`src/common/vlane_consts.svh`:
```
// Lane sequencer constants
// Lane count, memory depth, element limits and width select codes

`ifndef VLANE_CONSTS_SVH
`define VLANE_CONSTS_SVH

// Geometry
`define VLANE_NUM           8
`define MEM_DEPTH           512     // Words per lane memory
`define MAX_VL_PER_LANE     256
`define INST_DELAY_MAX      `MAX_VL_PER_LANE

// Write width codes as issued with the instruction
`define WIDTH_BYTE          2'd1
`define WIDTH_HALF          2'd2
`define WIDTH_WORD          2'd3

// Element width codes that the write side also uses internally
`define SEW_8               2'd0
`define SEW_16              2'd1
`define SEW_32              2'd2

`endif

```
`src/common/vlane_cfg_pkg.sv`:
```
// Lane sequencer configuration types
// Address, counter, vector length and byte-enable widths

`default_nettype none

`include "vlane_consts.svh"

package vlane_cfg_pkg;

    // One word location inside a lane memory
    typedef logic [$clog2(`MEM_DEPTH)-1:0] vrf_addr_t;

    typedef logic [$clog2(`MAX_VL_PER_LANE):0] cnt_t;                // Element index plus one bit
    typedef logic [$clog2(`VLANE_NUM*`MAX_VL_PER_LANE)-1:0] vl_t;    // Whole vector across all lanes

    typedef logic [3:0] bwen_t;                                       // Bytes of one lane word
    typedef bwen_t [`VLANE_NUM-1:0] lane_bwen_t;

    typedef logic [1:0] width_t;

endpackage

`default_nettype wire

```
`src/common/vlane_inst_pkg.sv`:
```
// Lane sequencer instruction types
// Instruction kinds and sequencer states

`default_nettype none

package vlane_inst_pkg;

    typedef enum logic [1:0] {
        NORMAL = 2'd0,      // Read, delay, write
        STORE  = 2'd1,      // Read only
        LOAD   = 2'd2       // Write from load stream
    } inst_kind_e;

    typedef enum logic [1:0] {
        IDLE        = 2'd0,
        NORMAL_MODE = 2'd1,
        READ_MODE   = 2'd2,
        LOAD_MODE   = 2'd3
    } seq_state_e;

endpackage

`default_nettype wire

```
`src/rtl/vlane_seq/vlane_seq_fsm.sv`:
```
// Lane sequencing stage
// Captures one instruction on start and steps it through its
// read, delay and write windows with a main counter. Drives the
// address counter and byte-enable controls of the next stage.

`default_nettype none

`include "vlane_consts.svh"

module vlane_seq_fsm import vlane_cfg_pkg::*, vlane_inst_pkg::*; (
    input  wire              clk_i,
    input  wire              rst_i,

    input  wire              start_i,
    input  wire inst_kind_e  inst_kind_i,
    input  wire vl_t         vl_i,
    input  wire cnt_t        inst_delay_i,
    input  wire width_t      wdata_width_i,
    input  wire width_t      vsew_i,
    input  wire              load_valid_i,
    input  wire              load_last_i,

    output logic             ready_o,
    output logic             store_data_valid_o,
    output logic             ready_for_load_o,
    output logic             waddr_load_o,
    output logic             raddr_load_o,
    output logic             waddr_en_o,
    output logic             raddr_en_o,
    output logic             write_active_o,
    output logic             load_mode_o,
    output width_t           write_width_o,
    output width_t           read_width_o
);

    localparam int LANE_SHIFT = $clog2(`VLANE_NUM);

    seq_state_e state_q, state_d;
    cnt_t       cnt_q;
    cnt_t       n_q, delay_q;           // Per-lane element count and write delay
    width_t     wwidth_q, rwidth_q;
    cnt_t       n_elems;
    cnt_t       last_cnt;
    logic       accept;
    logic       wr_window;

    //////////////////////////////////////////////////
    // Capture

    assign accept = (state_q == IDLE) && start_i;

    // Elements per lane rounded up
    assign n_elems = cnt_t'(vl_i >> LANE_SHIFT) + cnt_t'(vl_i[LANE_SHIFT-1:0] != '0);

    always_ff @(posedge clk_i) begin
        if (accept) begin
            n_q      <= n_elems;
            delay_q  <= (inst_delay_i > cnt_t'(`INST_DELAY_MAX)) ? cnt_t'(`INST_DELAY_MAX)
                                                                  : inst_delay_i;
            rwidth_q <= vsew_i;
            case (wdata_width_i)        // Into element width encoding
                `WIDTH_BYTE: wwidth_q <= `SEW_8;
                `WIDTH_HALF: wwidth_q <= `SEW_16;
                default:     wwidth_q <= `SEW_32;
            endcase
        end
    end

    //////////////////////////////////////////////////
    // State machine and main counter

    assign last_cnt = delay_q + n_q - cnt_t'(1);

    always_comb begin
        state_d = state_q;
        case (state_q)
            IDLE: begin
                if (start_i) begin
                    case (inst_kind_i)
                        NORMAL:  state_d = NORMAL_MODE;
                        STORE:   state_d = READ_MODE;
                        LOAD:    state_d = LOAD_MODE;
                        default: state_d = IDLE;
                    endcase
                end
            end
            NORMAL_MODE: if (cnt_q == last_cnt) state_d = IDLE;
            READ_MODE:   if (cnt_q == n_q - cnt_t'(1)) state_d = IDLE;
            LOAD_MODE:   if (load_valid_i && load_last_i) state_d = IDLE;   // Last beat ends it
            default:     state_d = IDLE;
        endcase
    end

    always_ff @(posedge clk_i) begin
        if (!rst_i) begin
            state_q <= IDLE;
            cnt_q   <= '0;
        end else begin
            state_q <= state_d;
            if (state_d == NORMAL_MODE || state_d == READ_MODE) begin
                cnt_q <= (state_q == IDLE) ? '0 : cnt_q + cnt_t'(1);
            end else begin
                cnt_q <= '0;
            end
        end
    end

    //////////////////////////////////////////////////
    // Controls

    // Write side opens once the pipeline delay has passed
    assign wr_window = (state_q == NORMAL_MODE) && (cnt_q >= delay_q);

    assign ready_o            = (state_q == IDLE);
    assign store_data_valid_o = (state_q == READ_MODE);
    assign ready_for_load_o   = (state_q == LOAD_MODE);
    assign load_mode_o        = (state_q == LOAD_MODE);
    assign waddr_load_o       = (state_q == IDLE);
    assign raddr_load_o       = (state_q == IDLE);

    assign raddr_en_o     = ((state_q == NORMAL_MODE) && (cnt_q < n_q)) || (state_q == READ_MODE);
    assign write_active_o = wr_window || (state_q == LOAD_MODE);
    assign waddr_en_o     = wr_window || ((state_q == LOAD_MODE) && load_valid_i);

    assign write_width_o = (state_q == LOAD_MODE) ? `SEW_32 : wwidth_q;    // Loads write words
    assign read_width_o  = rwidth_q;

endmodule

`default_nettype wire

```
`src/rtl/vlane_seq/vlane_addr_counter.sv`:
```
// Lane memory word address counter
// Reloads a start address and steps once per word, so a byte
// width moves every 4th enable and a halfword every 2nd

`default_nettype none

`include "vlane_consts.svh"

module vlane_addr_counter import vlane_cfg_pkg::*; (
    input  wire             clk_i,
    input  wire             rst_i,
    input  wire vrf_addr_t  start_addr_i,
    input  wire             load_i,
    input  wire             en_i,
    input  wire width_t     width_i,
    output vrf_addr_t       addr_o
);

    logic [1:0] phase_q;        // Element slot within the word
    logic       step;

    always_comb begin
        case (width_i)
            `SEW_8:  step = (phase_q == 2'd3);
            `SEW_16: step = phase_q[0];
            default: step = 1'b1;               // One element per word location
        endcase
    end

    always_ff @(posedge clk_i) begin
        if (!rst_i) begin
            addr_o  <= '0;
            phase_q <= '0;
        end else if (load_i) begin
            addr_o  <= start_addr_i;
            phase_q <= '0;
        end else if (en_i) begin
            phase_q <= phase_q + 2'd1;
            if (step) begin
                addr_o <= addr_o + vrf_addr_t'(1);
            end
        end
    end

endmodule

`default_nettype wire

```
`src/rtl/vlane_seq/vlane_bwen_gen.sv`:
```
// Byte-enable generator
// Rotating byte and halfword patterns copied to every lane,
// or the load stream enables while a load is running

`default_nettype none

`include "vlane_consts.svh"

module vlane_bwen_gen import vlane_cfg_pkg::*; (
    input  wire              clk_i,
    input  wire              rst_i,
    input  wire              active_i,
    input  wire              en_i,
    input  wire width_t      width_i,
    input  wire              load_mode_i,
    input  wire lane_bwen_t  load_bwen_i,
    output lane_bwen_t       vrf_bwen_o
);

    bwen_t byte_sel_q;          // One-hot byte slot
    logic  half_hi_q;           // Upper halfword selected
    bwen_t pattern;

    // Patterns restart at byte 0 whenever writing stops
    always_ff @(posedge clk_i) begin
        if (!rst_i || !active_i) begin
            byte_sel_q <= 4'b0001;
            half_hi_q  <= 1'b0;
        end else if (en_i) begin
            byte_sel_q <= {byte_sel_q[2:0], byte_sel_q[3]};
            half_hi_q  <= ~half_hi_q;
        end
    end

    always_comb begin
        case (width_i)
            `SEW_8:  pattern = byte_sel_q;
            `SEW_16: pattern = half_hi_q ? 4'b1100 : 4'b0011;
            default: pattern = 4'b1111;
        endcase
    end

    always_comb begin
        for (int lane = 0; lane < `VLANE_NUM; lane++) begin
            if (load_mode_i) begin
                vrf_bwen_o[lane] = en_i ? load_bwen_i[lane] : '0;   // Only on valid beats
            end else begin
                vrf_bwen_o[lane] = active_i ? pattern : '0;
            end
        end
    end

endmodule

`default_nettype wire

```
`src/rtl/vlane_seq/vlane_sequencer_top.sv`:
```
// Per-lane instruction sequencer
// Sequencing stage followed by the address/enable stage with one
// write counter, three read counters and the byte-enable generator

`default_nettype none

module vlane_sequencer_top import vlane_cfg_pkg::*, vlane_inst_pkg::*; (
    input  wire                   clk_i,
    input  wire                   rst_i,

    input  wire                   start_i,
    input  wire inst_kind_e       inst_kind_i,
    input  wire vl_t              vl_i,
    input  wire cnt_t             inst_delay_i,
    input  wire width_t           wdata_width_i,
    input  wire width_t           vsew_i,
    input  wire                   load_valid_i,
    input  wire                   load_last_i,
    input  wire vrf_addr_t        vrf_starting_waddr_i,
    input  wire vrf_addr_t [2:0]  vrf_starting_raddr_i,   // vs1, vs2, vs3
    input  wire lane_bwen_t       load_bwen_i,

    output logic                  ready_o,
    output logic                  store_data_valid_o,
    output logic                  ready_for_load_o,
    output vrf_addr_t             vrf_waddr_o,
    output vrf_addr_t [2:0]       vrf_raddr_o,
    output lane_bwen_t            vrf_bwen_o
);

    logic   waddr_load, raddr_load;
    logic   waddr_en, raddr_en;
    logic   write_active, load_mode;
    width_t write_width, read_width;

    //////////////////////////////////////////////////
    // Sequencing stage

    vlane_seq_fsm u_seq_fsm (
        .clk_i              (clk_i),
        .rst_i              (rst_i),
        .start_i            (start_i),
        .inst_kind_i        (inst_kind_i),
        .vl_i               (vl_i),
        .inst_delay_i       (inst_delay_i),
        .wdata_width_i      (wdata_width_i),
        .vsew_i             (vsew_i),
        .load_valid_i       (load_valid_i),
        .load_last_i        (load_last_i),
        .ready_o            (ready_o),
        .store_data_valid_o (store_data_valid_o),
        .ready_for_load_o   (ready_for_load_o),
        .waddr_load_o       (waddr_load),
        .raddr_load_o       (raddr_load),
        .waddr_en_o         (waddr_en),
        .raddr_en_o         (raddr_en),
        .write_active_o     (write_active),
        .load_mode_o        (load_mode),
        .write_width_o      (write_width),
        .read_width_o       (read_width)
    );

    //////////////////////////////////////////////////
    // Address and byte-enable stage

    vlane_addr_counter u_waddr_cnt (
        .clk_i        (clk_i),
        .rst_i        (rst_i),
        .start_addr_i (vrf_starting_waddr_i),
        .load_i       (waddr_load),
        .en_i         (waddr_en),
        .width_i      (write_width),
        .addr_o       (vrf_waddr_o)
    );

    for (genvar i = 0; i < 3; i++) begin : g_raddr
        vlane_addr_counter u_raddr_cnt (
            .clk_i        (clk_i),
            .rst_i        (rst_i),
            .start_addr_i (vrf_starting_raddr_i[i]),
            .load_i       (raddr_load),
            .en_i         (raddr_en),
            .width_i      (read_width),
            .addr_o       (vrf_raddr_o[i])
        );
    end

    vlane_bwen_gen u_bwen_gen (
        .clk_i       (clk_i),
        .rst_i       (rst_i),
        .active_i    (write_active),
        .en_i        (waddr_en),
        .width_i     (write_width),
        .load_mode_i (load_mode),
        .load_bwen_i (load_bwen_i),
        .vrf_bwen_o  (vrf_bwen_o)
    );

endmodule

`default_nettype wire

```
`config.mk`:
```
export PLATFORM = sky130hd
export DESIGN_NAME = vlane_sequencer_top
export DESIGN_NICKNAME = d
export VERILOG_FILES = /design/src/common/vlane_cfg_pkg.sv /design/src/common/vlane_inst_pkg.sv /design/src/rtl/vlane_seq/vlane_seq_fsm.sv /design/src/rtl/vlane_seq/vlane_addr_counter.sv /design/src/rtl/vlane_seq/vlane_bwen_gen.sv /design/src/rtl/vlane_seq/vlane_sequencer_top.sv
export VERILOG_INCLUDE_DIRS = /design/src /design/src/common
export SDC_FILE = /design/constraint.sdc
export NUM_CORES = 1
export LEC_CHECK = 0
export ABC_AREA = 1
export BUFFER_PORTS_ARGS = -buffer_cell sky130_fd_sc_hd__buf_2
export CAP_MARGIN = 20
export CORE_MARGIN = 1
export CORE_UTILIZATION = 40
export CTS_CLUSTER_DIAMETER = 80
export DETAILED_ROUTE_END_ITERATION = 12
export GPL_TIMING_DRIVEN = 0
export HOLD_SLACK_MARGIN = 0.1
export PLACE_DENSITY = 0.6
export SYNTH_ARGS = -nofsm -noshare
export SYNTH_HDL_FRONTEND = slang
export SYNTH_SLANG_ARGS = --single-unit
export TNS_END_PERCENT = 30
```
`constraint.sdc`:
```
create_clock -name clk_i -period 5.3 [get_ports clk_i]
set_input_delay 0.265 -clock clk_i [delete_from_list [all_inputs] [get_ports clk_i]]
set_output_delay 0.265 -clock clk_i [all_outputs]
set_load 0.01 [all_outputs]
```
==> metrics.md, run 1 <==
| Metric | Value |
|---|---|
| Status | `completed` |
| Post-CTS Repair Setup Buffers | `0` |
| Ant diodes | `0` |
| Avg Cell Area, Syn | `6.804 um2` |
| Synth cell types | `39` |
| Hold Buf Count CTS | `2` |
| Reg2reg start | `u_seq_fsm.n_q[1]` |
| GPL Wtd Cong | `0.7973` |
| Clock-pin transition on the worst setup and hold timing paths | `approximately 0.060 ns` |
| Total GRT Usage | `20.37%` |
| Io pins | `170` |
| Setup CP Type | `register to register` |
| Clock Latency Late Sink | `0.34 ns` |
| CP startpoint | `u_seq_fsm.n_q[1]` |
| YS warnings | `0` |
| Fillcell total | `1537` |
| Die X | `roughly 120 um` |
| TritonCTS buffer count | `9` |
| Share of cells above drive strength 1 | `20.40%` |
| Buffer depth of the longest clock path | `2` |
| Worst Path Required | `roughly 5.5 ns` |
| Layout Nets | `around 1200` |
| Leak Pwr | `0.003987 uW` |
| WL per Instance | `around 12 um` |
| Peak VDD IR | `0.1461 mV` |
| Setup violators final | `0` |
| Flops & latches, synth | `between 80 and 90` |
| First-pass GRT wire length | `between 20 and 25 mm` |
| Port bufs | `169` |
| HP Class | `input port to register` |
| Remaining antenna violation count | `0` |
| DP Wirelength | `approximately 12 mm` |
| Worst-path maximum fanout | `9` |
| Pwr Density | `278.6 mW/mm2` |
| Tot Pwr | `2047 uW` |
| Worst setup SP type | `register` |
| Synth Cell Area | `around 0.006 mm2` |
| Placed Cells incl. Taps | `1226` |
| Mapped Nets | `1021` |
| CTS tree | `yes` |
| DIE HEIGHT | `123.8 um` |
| Critical Path End Type | `register` |
| Highest-count cells in the layout ignoring fill and taps | `nand2_1, buf_2, inv_1, nor2_1, nand3_1` |
| CP arrival | `3.05 ns` |
| Hold Fails Final Rpt | `0` |
| Vias in the first global route | `5255` |
| Core Area | `0.01448 mm2` |
| Fin. max-slew vios | `0` |
| Grt ovf | `0` |
| Initial antenna violation count | `0` |
| Min-Delay Startpoint | `vrf_starting_raddr_i[1]` |
| Rows | `44` |
| Drt first pass iters | `5` |
| Final setup TNS | `0 ns` |
| Worst slew pin tran | `0.7253 ns` |
| Gate Count Post-Synth | `about 870` |
| CTS root buffer | `clkbuf_16` |
| Largest net degree at the start of global routing | `19` |
| DRT iter0 DRCs | `around 240` |
| Vias | `6016` |
| Max-Slew Margin vs Limit | `51.43%` |
| Clock tree sinks | `82` |
| Worst Skew | `0.008958 ns` |
| Unrepaired setup endpoints after global routing | `no` |
| Post-CTS resize count | `0` |
| Fmax | `355.2 MHz` |
| Die area | `0.01532 mm2` |
| Area growth syn-to-layout | `23.87%` |
| Min Tclk post-route | `2.815 ns` |
| Drc violations | `0` |
| Maxcap violations | `0` |
| Post-synthesis sequential area ratio | `31.38%` |
| Post-route insts no fill | `1243` |
| Total Wirelength | `15.39 mm` |
| Leading cell type in the layout, fill and taps excluded | `nand2_1` |
| Htree depth | `3` |
| Effective utilization at floorplan | `40.98%` |
| Vias per cell | `4.840` |
| Period Utilization, post-route | `53.11%` |
[where the power goes]
part / switching (uW) / leakage [uW] / internal (uW) / total [uW]
combinational: 380 / 0.00314 / 253 / 633
sequential: 81.7 / 0.000707 / 719 / 801
clock: 256 / 0.000144 / 357 / 614
[metal layers]
metal	part of all wire [%]	up-vias	track usage (%)
met5	0	-	0
met4	1.0	0	5.346
met3	5.8	12	4.441
met2	44	135	31.91
met1	49	2668	28.14
li1	-	3201	-
[Yosys cell counts (all sizes together)]
cell type  number  area [um2]
a21oi          28       143.9
a31o            4       35.03
a31oi          14       87.58
buf            11       62.56
clkbuf         12       45.04
dfxtp          60        1201
edfxtp         22       660.6
fa              1       20.02
ha             49       613.1
inv           113       424.2
nand2         230       875.8
nand3          79       400.4
nand3b          1       7.510
nand4          14       87.58
nor2          105       401.6
nor3            5       25.02
nor3b           2       15.01
nor4b           1       8.760
o2111ai         1       8.760
o211ai          4       40.03
o21a            3       22.52
o21ai          56       280.3
o22ai           4       25.02
o31a            1       8.760
or2             7       43.79
or3             2       12.51
xnor2          10       87.58
xor2           33       289.0
[through the flow]
stage          util (%)  hold slack, ns  setup slack, ns  instance area (um2)
3_5_place_dp      48.62          0.4451            2.447                 7039
2_1_floorplan         -          0.3639            2.890                 5933
4_1_cts           50.76          0.1829            2.429                 7350
6_report          50.76          0.1891            2.485                 7350
3_3_place_gp      48.41          0.4429            2.160                 7009
5_1_grt           50.76          0.1953            2.132                 7350
[cell families after synthesis]
family	synth area share (%)
AND/OR/NAND/NOR	31.65
XOR/XNOR	6.348
buffers and inverters	8.962
flip-flops	31.38
adder cells (fa/ha/maj)	10.67
AO/OA/AOI/OAI	10.99
[state kept, by name, indices dropped and copies added, names as in the netlist]
name and count:
u_bwen_gen.half_hi_q 1, u_seq_fsm.n_q 9, u_seq_fsm.delay_q 9, u_seq_fsm.state_q 2, g_raddr.u_raddr_cnt.addr_o 27, g_raddr.u_raddr_cnt.phase_q 6
u_seq_fsm.wwidth_q 2, u_seq_fsm.read_width_o 2, u_waddr_cnt.phase_q 2, u_waddr_cnt.addr_o 9, u_seq_fsm.cnt_q 9, u_bwen_gen.byte_sel_q 4
[path summary, 6_finish.rpt]
path | endpoint | slack, ns | depth (start not counted)
setup / recovery | u_seq_fsm.cnt_q[8] | 2.49 | 22
hold / removal | g_raddr[0].u_raddr_cnt.addr_o[1] | 0.19 | 3
setup reg to reg | u_seq_fsm.cnt_q[8] | 2.49 | 22
hold reg to reg | u_bwen_gen.byte_sel_q[0] | 0.47 | 2
[critical path, cell delays in order, from the launching register on]
cell and delay, ns:
edfxtp_1 0.40, inv_1 0.16, ha_1 0.25, inv_1 0.05
ha_1 0.19, inv_1 0.07, fa_1 0.39, inv_1 0.11
nand2_1 0.07, nand3_1 0.07, nand2_1 0.05, inv_1 0.04
nand2_1 0.05, nor2_1 0.10, nand2_1 0.06, nor2_1 0.10
nand3_1 0.08, nand2_1 0.09, nand3_1 0.07, nand2_1 0.06
inv_1 0.06, nand2_4 0.11, nor2_1 0.05
[area by class of cell]
class                   instances  area, um2  share of cell area (%)
repair buffers                172      893.4                   12.16
clock inverters                 3      22.52                  0.3064
well taps                     184      230.2                   3.132
plain buffers                  23      107.6                   1.464
inverters                     113      424.2                   5.771
multi-input cells             654       3542                   48.20
flip-flops and latches         82       1862                   25.33
clock buffers                  12      267.8                   3.643
Note: power is estimated with default switching activity, not from simulation.
==> run 2, diff against run 1 <==
- clock period: 5.3 -> 2.8 ns (I/O delays scaled with it)
==> run 2 against run 1 <==
- combinational power rose by 100%
- power rose by 93%
- register-to-register slack got worse by 2.4 ns
- die area did not move
- sequential power rose by 90%
- via count rose by 1.6%
- cell area rose by 4.2%
- critical path type unchanged
- critical endpoint unchanged
- highest routed layer unchanged
==> metrics.md, run 2 (synthesized netlist as in run 1, its figures left out) <==
| Metric | Value |
|---|---|
| Status | `completed` |
| Min Tclk post-route | `2.666 ns (-0.1494 ns)` |
| Clock Latency Late Sink | `0.34 ns (about the same)` |
| Port bufs | `169 (unchanged)` |
| Dpl ws | `-0.05307 ns (-2.500 ns)` |
| Critical Path End Type | `register` |
| Layout Nets | `1230 (+2.2%)` |
| Final design utilization | `52.91% (+2.2 points)` |
| Clock tree sinks | `82 (unchanged)` |
| Period Utilization, post-route | `95.20% (+42 points)` |
| DIE HEIGHT | `123.8 um (unchanged)` |
| Unrepaired setup endpoints after global routing | `yes` |
| Vias per cell | `4.816 (-0.50%)` |
| DP Wirelength | `12.28 mm (unchanged)` |
| Leading cell type in the layout, fill and taps excluded | `nand2_1` |
| Ant diodes | `0 (unchanged)` |
| Placed Area | `0.007039 mm2 (unchanged)` |
| GPL Wtd Cong | `0.7973 (unchanged)` |
| Setup CP Type | `register to register` |
| Clk pwr share | `29.4% (-0.6 points)` |
| Clock-pin transition on the worst setup and hold timing paths | `0.06 ns (about the same)` |
| Drc violations | `0 (unchanged)` |
| CTS root buffer | `clkbuf_16` |
| Htree depth | `3 (unchanged)` |
| Hold Fails Final Rpt | `0 (unchanged)` |
| Share of cells above drive strength 1 | `23.13% (+2.7 points)` |
| Grt ovf | `0 (unchanged)` |
| Io pins | `170 (unchanged)` |
| Initial antenna violation count | `0 (unchanged)` |
| Max reg flops | `27 (unchanged)` |
| Worst setup SP type | `register` |
| Cell Chain, Critical Path | `inv_2 > ha_4 > inv_2 > ha_4 > inv_2 > fa_2 > xnor2_1 > nor2_1 > nand2_1 > nor2_1 > nand2_1 > nor2_2 > nand3_1 > nand2_1 > nand3_1 > nand2_1 > inv_2 > nand2_4 > nor2_1` |
| Worst Path Required | `3.03 ns (-2.50 ns)` |
| Drt first pass iters | `4 (-1)` |
| R2R Setup Slk | `0.13 ns (-2.35 ns)` |
| Largest Register | `g_raddr.u_raddr_cnt.addr_o` |
| Highest-count cells in the layout ignoring fill and taps | `nand2_1, buf_2, nor2_1, inv_1, nand3_1` |
| Die X | `123.8 um (unchanged)` |
| Largest net degree at the start of global routing | `19 (unchanged)` |
| Setup violators final | `0 (unchanged)` |
| Peak VDD IR | `0.2765 mV (+89%)` |
| Maxcap violations | `0 (unchanged)` |
| Vias | `6111 (+1.6%)` |
| HP Class | `input port to register` |
| Internal power | `2565 uW (+93%)` |
| DR WL met2 | `7.061 mm (+4.2%)` |
| Fin. max-slew vios | `0 (unchanged)` |
| Routed length on met3 | `884 um (-1.7%)` |
| Worst Skew | `0.01016 ns (+0.001199 ns)` |
| Fmax | `375.1 MHz (+5.6%)` |
| Worst-path maximum fanout | `5 (-4)` |
| Fin area | `0.007661 mm2 (+4.2%)` |
| Rows | `44 (unchanged)` |
| Switching power | `1393 uW (+94%)` |
| CP arrival | `2.90 ns (-0.15 ns)` |
| Top layer in use | `met4` |
| Total Wirelength | `15.81 mm (+2.7%)` |
| Worst slew pin tran | `0.5968 ns (-0.1285 ns)` |
| Setup ws final | `0.1344 ns (-2.351 ns)` |
| Remaining antenna violation count | `0 (unchanged)` |
| Pwr Density | `516.6 mW/mm2 (+85%)` |
| Leak Pwr | `0.004104 uW (+2.9%)` |
| WL per Instance | `12.46 um (+0.64%)` |
| Logic pwr share | `32.4% (+1.5 points)` |
| Die area | `0.01532 mm2 (unchanged)` |
| Total GRT Usage | `20.49% (+0.12 points)` |
| DRT iter0 DRCs | `267 (+9.9%)` |
| TritonCTS buffer count | `9 (unchanged)` |
| Slowest stage delay, CP | `0.53 ns (+0.13 ns)` |
| Effective utilization at floorplan | `40.98% (unchanged)` |
| First-pass GRT wire length | `24.72 mm (+0.48%)` |
| Sequential share of power | `38.3% (-0.8 points)` |
| CTS tree | `yes` |
| Core Area | `0.01448 mm2 (unchanged)` |
| Buffer depth of the longest clock path | `2 (unchanged)` |
| Slowest cell on crit path | `fa_2` |
| Max-Slew Margin vs Limit | `60.04% (+8.6 points)` |
| Vias in the first global route | `5309 (+1.0%)` |
| Switching portion of total power | `35.19% (+0.096 points)` |
| WL met1 | `7.697 mm (+2.0%)` |
| Area growth syn-to-layout | `29.12%` |
run 2: worst max-delay path: cells and delay by family, from the launching register on:
kind / cells / cell delay [ns]
flops: 1 / 0.41
fa+ha+maj: 3 / 0.86
simple gates: 11 / 0.94
buf+inv: 4 / 0.30
xor+xnor: 1 / 0.06
run 2: final cells by class:
type / instances / area [um2]
Fill cell: 1484 / 6818
Multi-Input combinational cell: 655 / 3616
Sequential cell: 82 / 1867
Timing Repair Buffer: 197 / 1119
Inverter: 113 / 424.2
Clock buffer: 12 / 267.8
Tap cell: 184 / 230.2
Buffer: 23 / 115.1
Clock inverter: 3 / 22.52
run 2: final timing paths:
| path | start | to | depth (start not counted) |
|---|---|---|---|
| setup / recovery | u_seq_fsm.n_q[1] | u_seq_fsm.cnt_q[8] | 19 |
| hold / removal | inst_delay_i[8] | u_seq_fsm.delay_q[8] | 2 |
| setup reg to reg | u_seq_fsm.n_q[1] | u_seq_fsm.cnt_q[8] | 19 |
| hold reg to reg | u_seq_fsm.cnt_q[0] | u_seq_fsm.cnt_q[0] | 1 |
run 2: metrics by stage:
step                power (uW)  TNS [ns]  hold WS (ns)  cells
floorplan                 2330         0        0.2389    872
global placement          2722    -3.083        0.3179   1225
detailed placement        2736   -0.4338        0.3201   1226
CTS                       3927         0        0.1050   1261
global route              4229   -0.4662        0.1054   1269
finish                    3958         0        0.1100   1269
run 2: power by group through the flow:
| stage | Clock [uW] | Sequential, uW | Combinational, uW |
|---|---|---|---|
| CTS | 1180 | 1510 | 1230 |
| detailed placement | 0 | 1540 | 1200 |
| global placement | 0 | 1540 | 1180 |
| finish | 1160 | 1520 | 1280 |
| global route | 1220 | 1540 | 1470 |
| floorplan | 0 | 1550 | 778 |
run 2: routing by layer:
layer  vias up  track usage [%]
met5         -                0
met4         0            5.346
met3        14            4.441
met2       138            32.40
met1      2698            28.09
li1       3261                -
run 2: what timing repair did:
action / 4_1_cts / 5_1_grt
hold buffers: 17 / 0
cloned: 0 / 1
gates resized for setup: 2 / 31
setup buffers: 3 / 7
pin swaps: 0 / 10
endpoints found under the hold margin: 17 / 0
endpoints found under the setup margin: 9 / 40
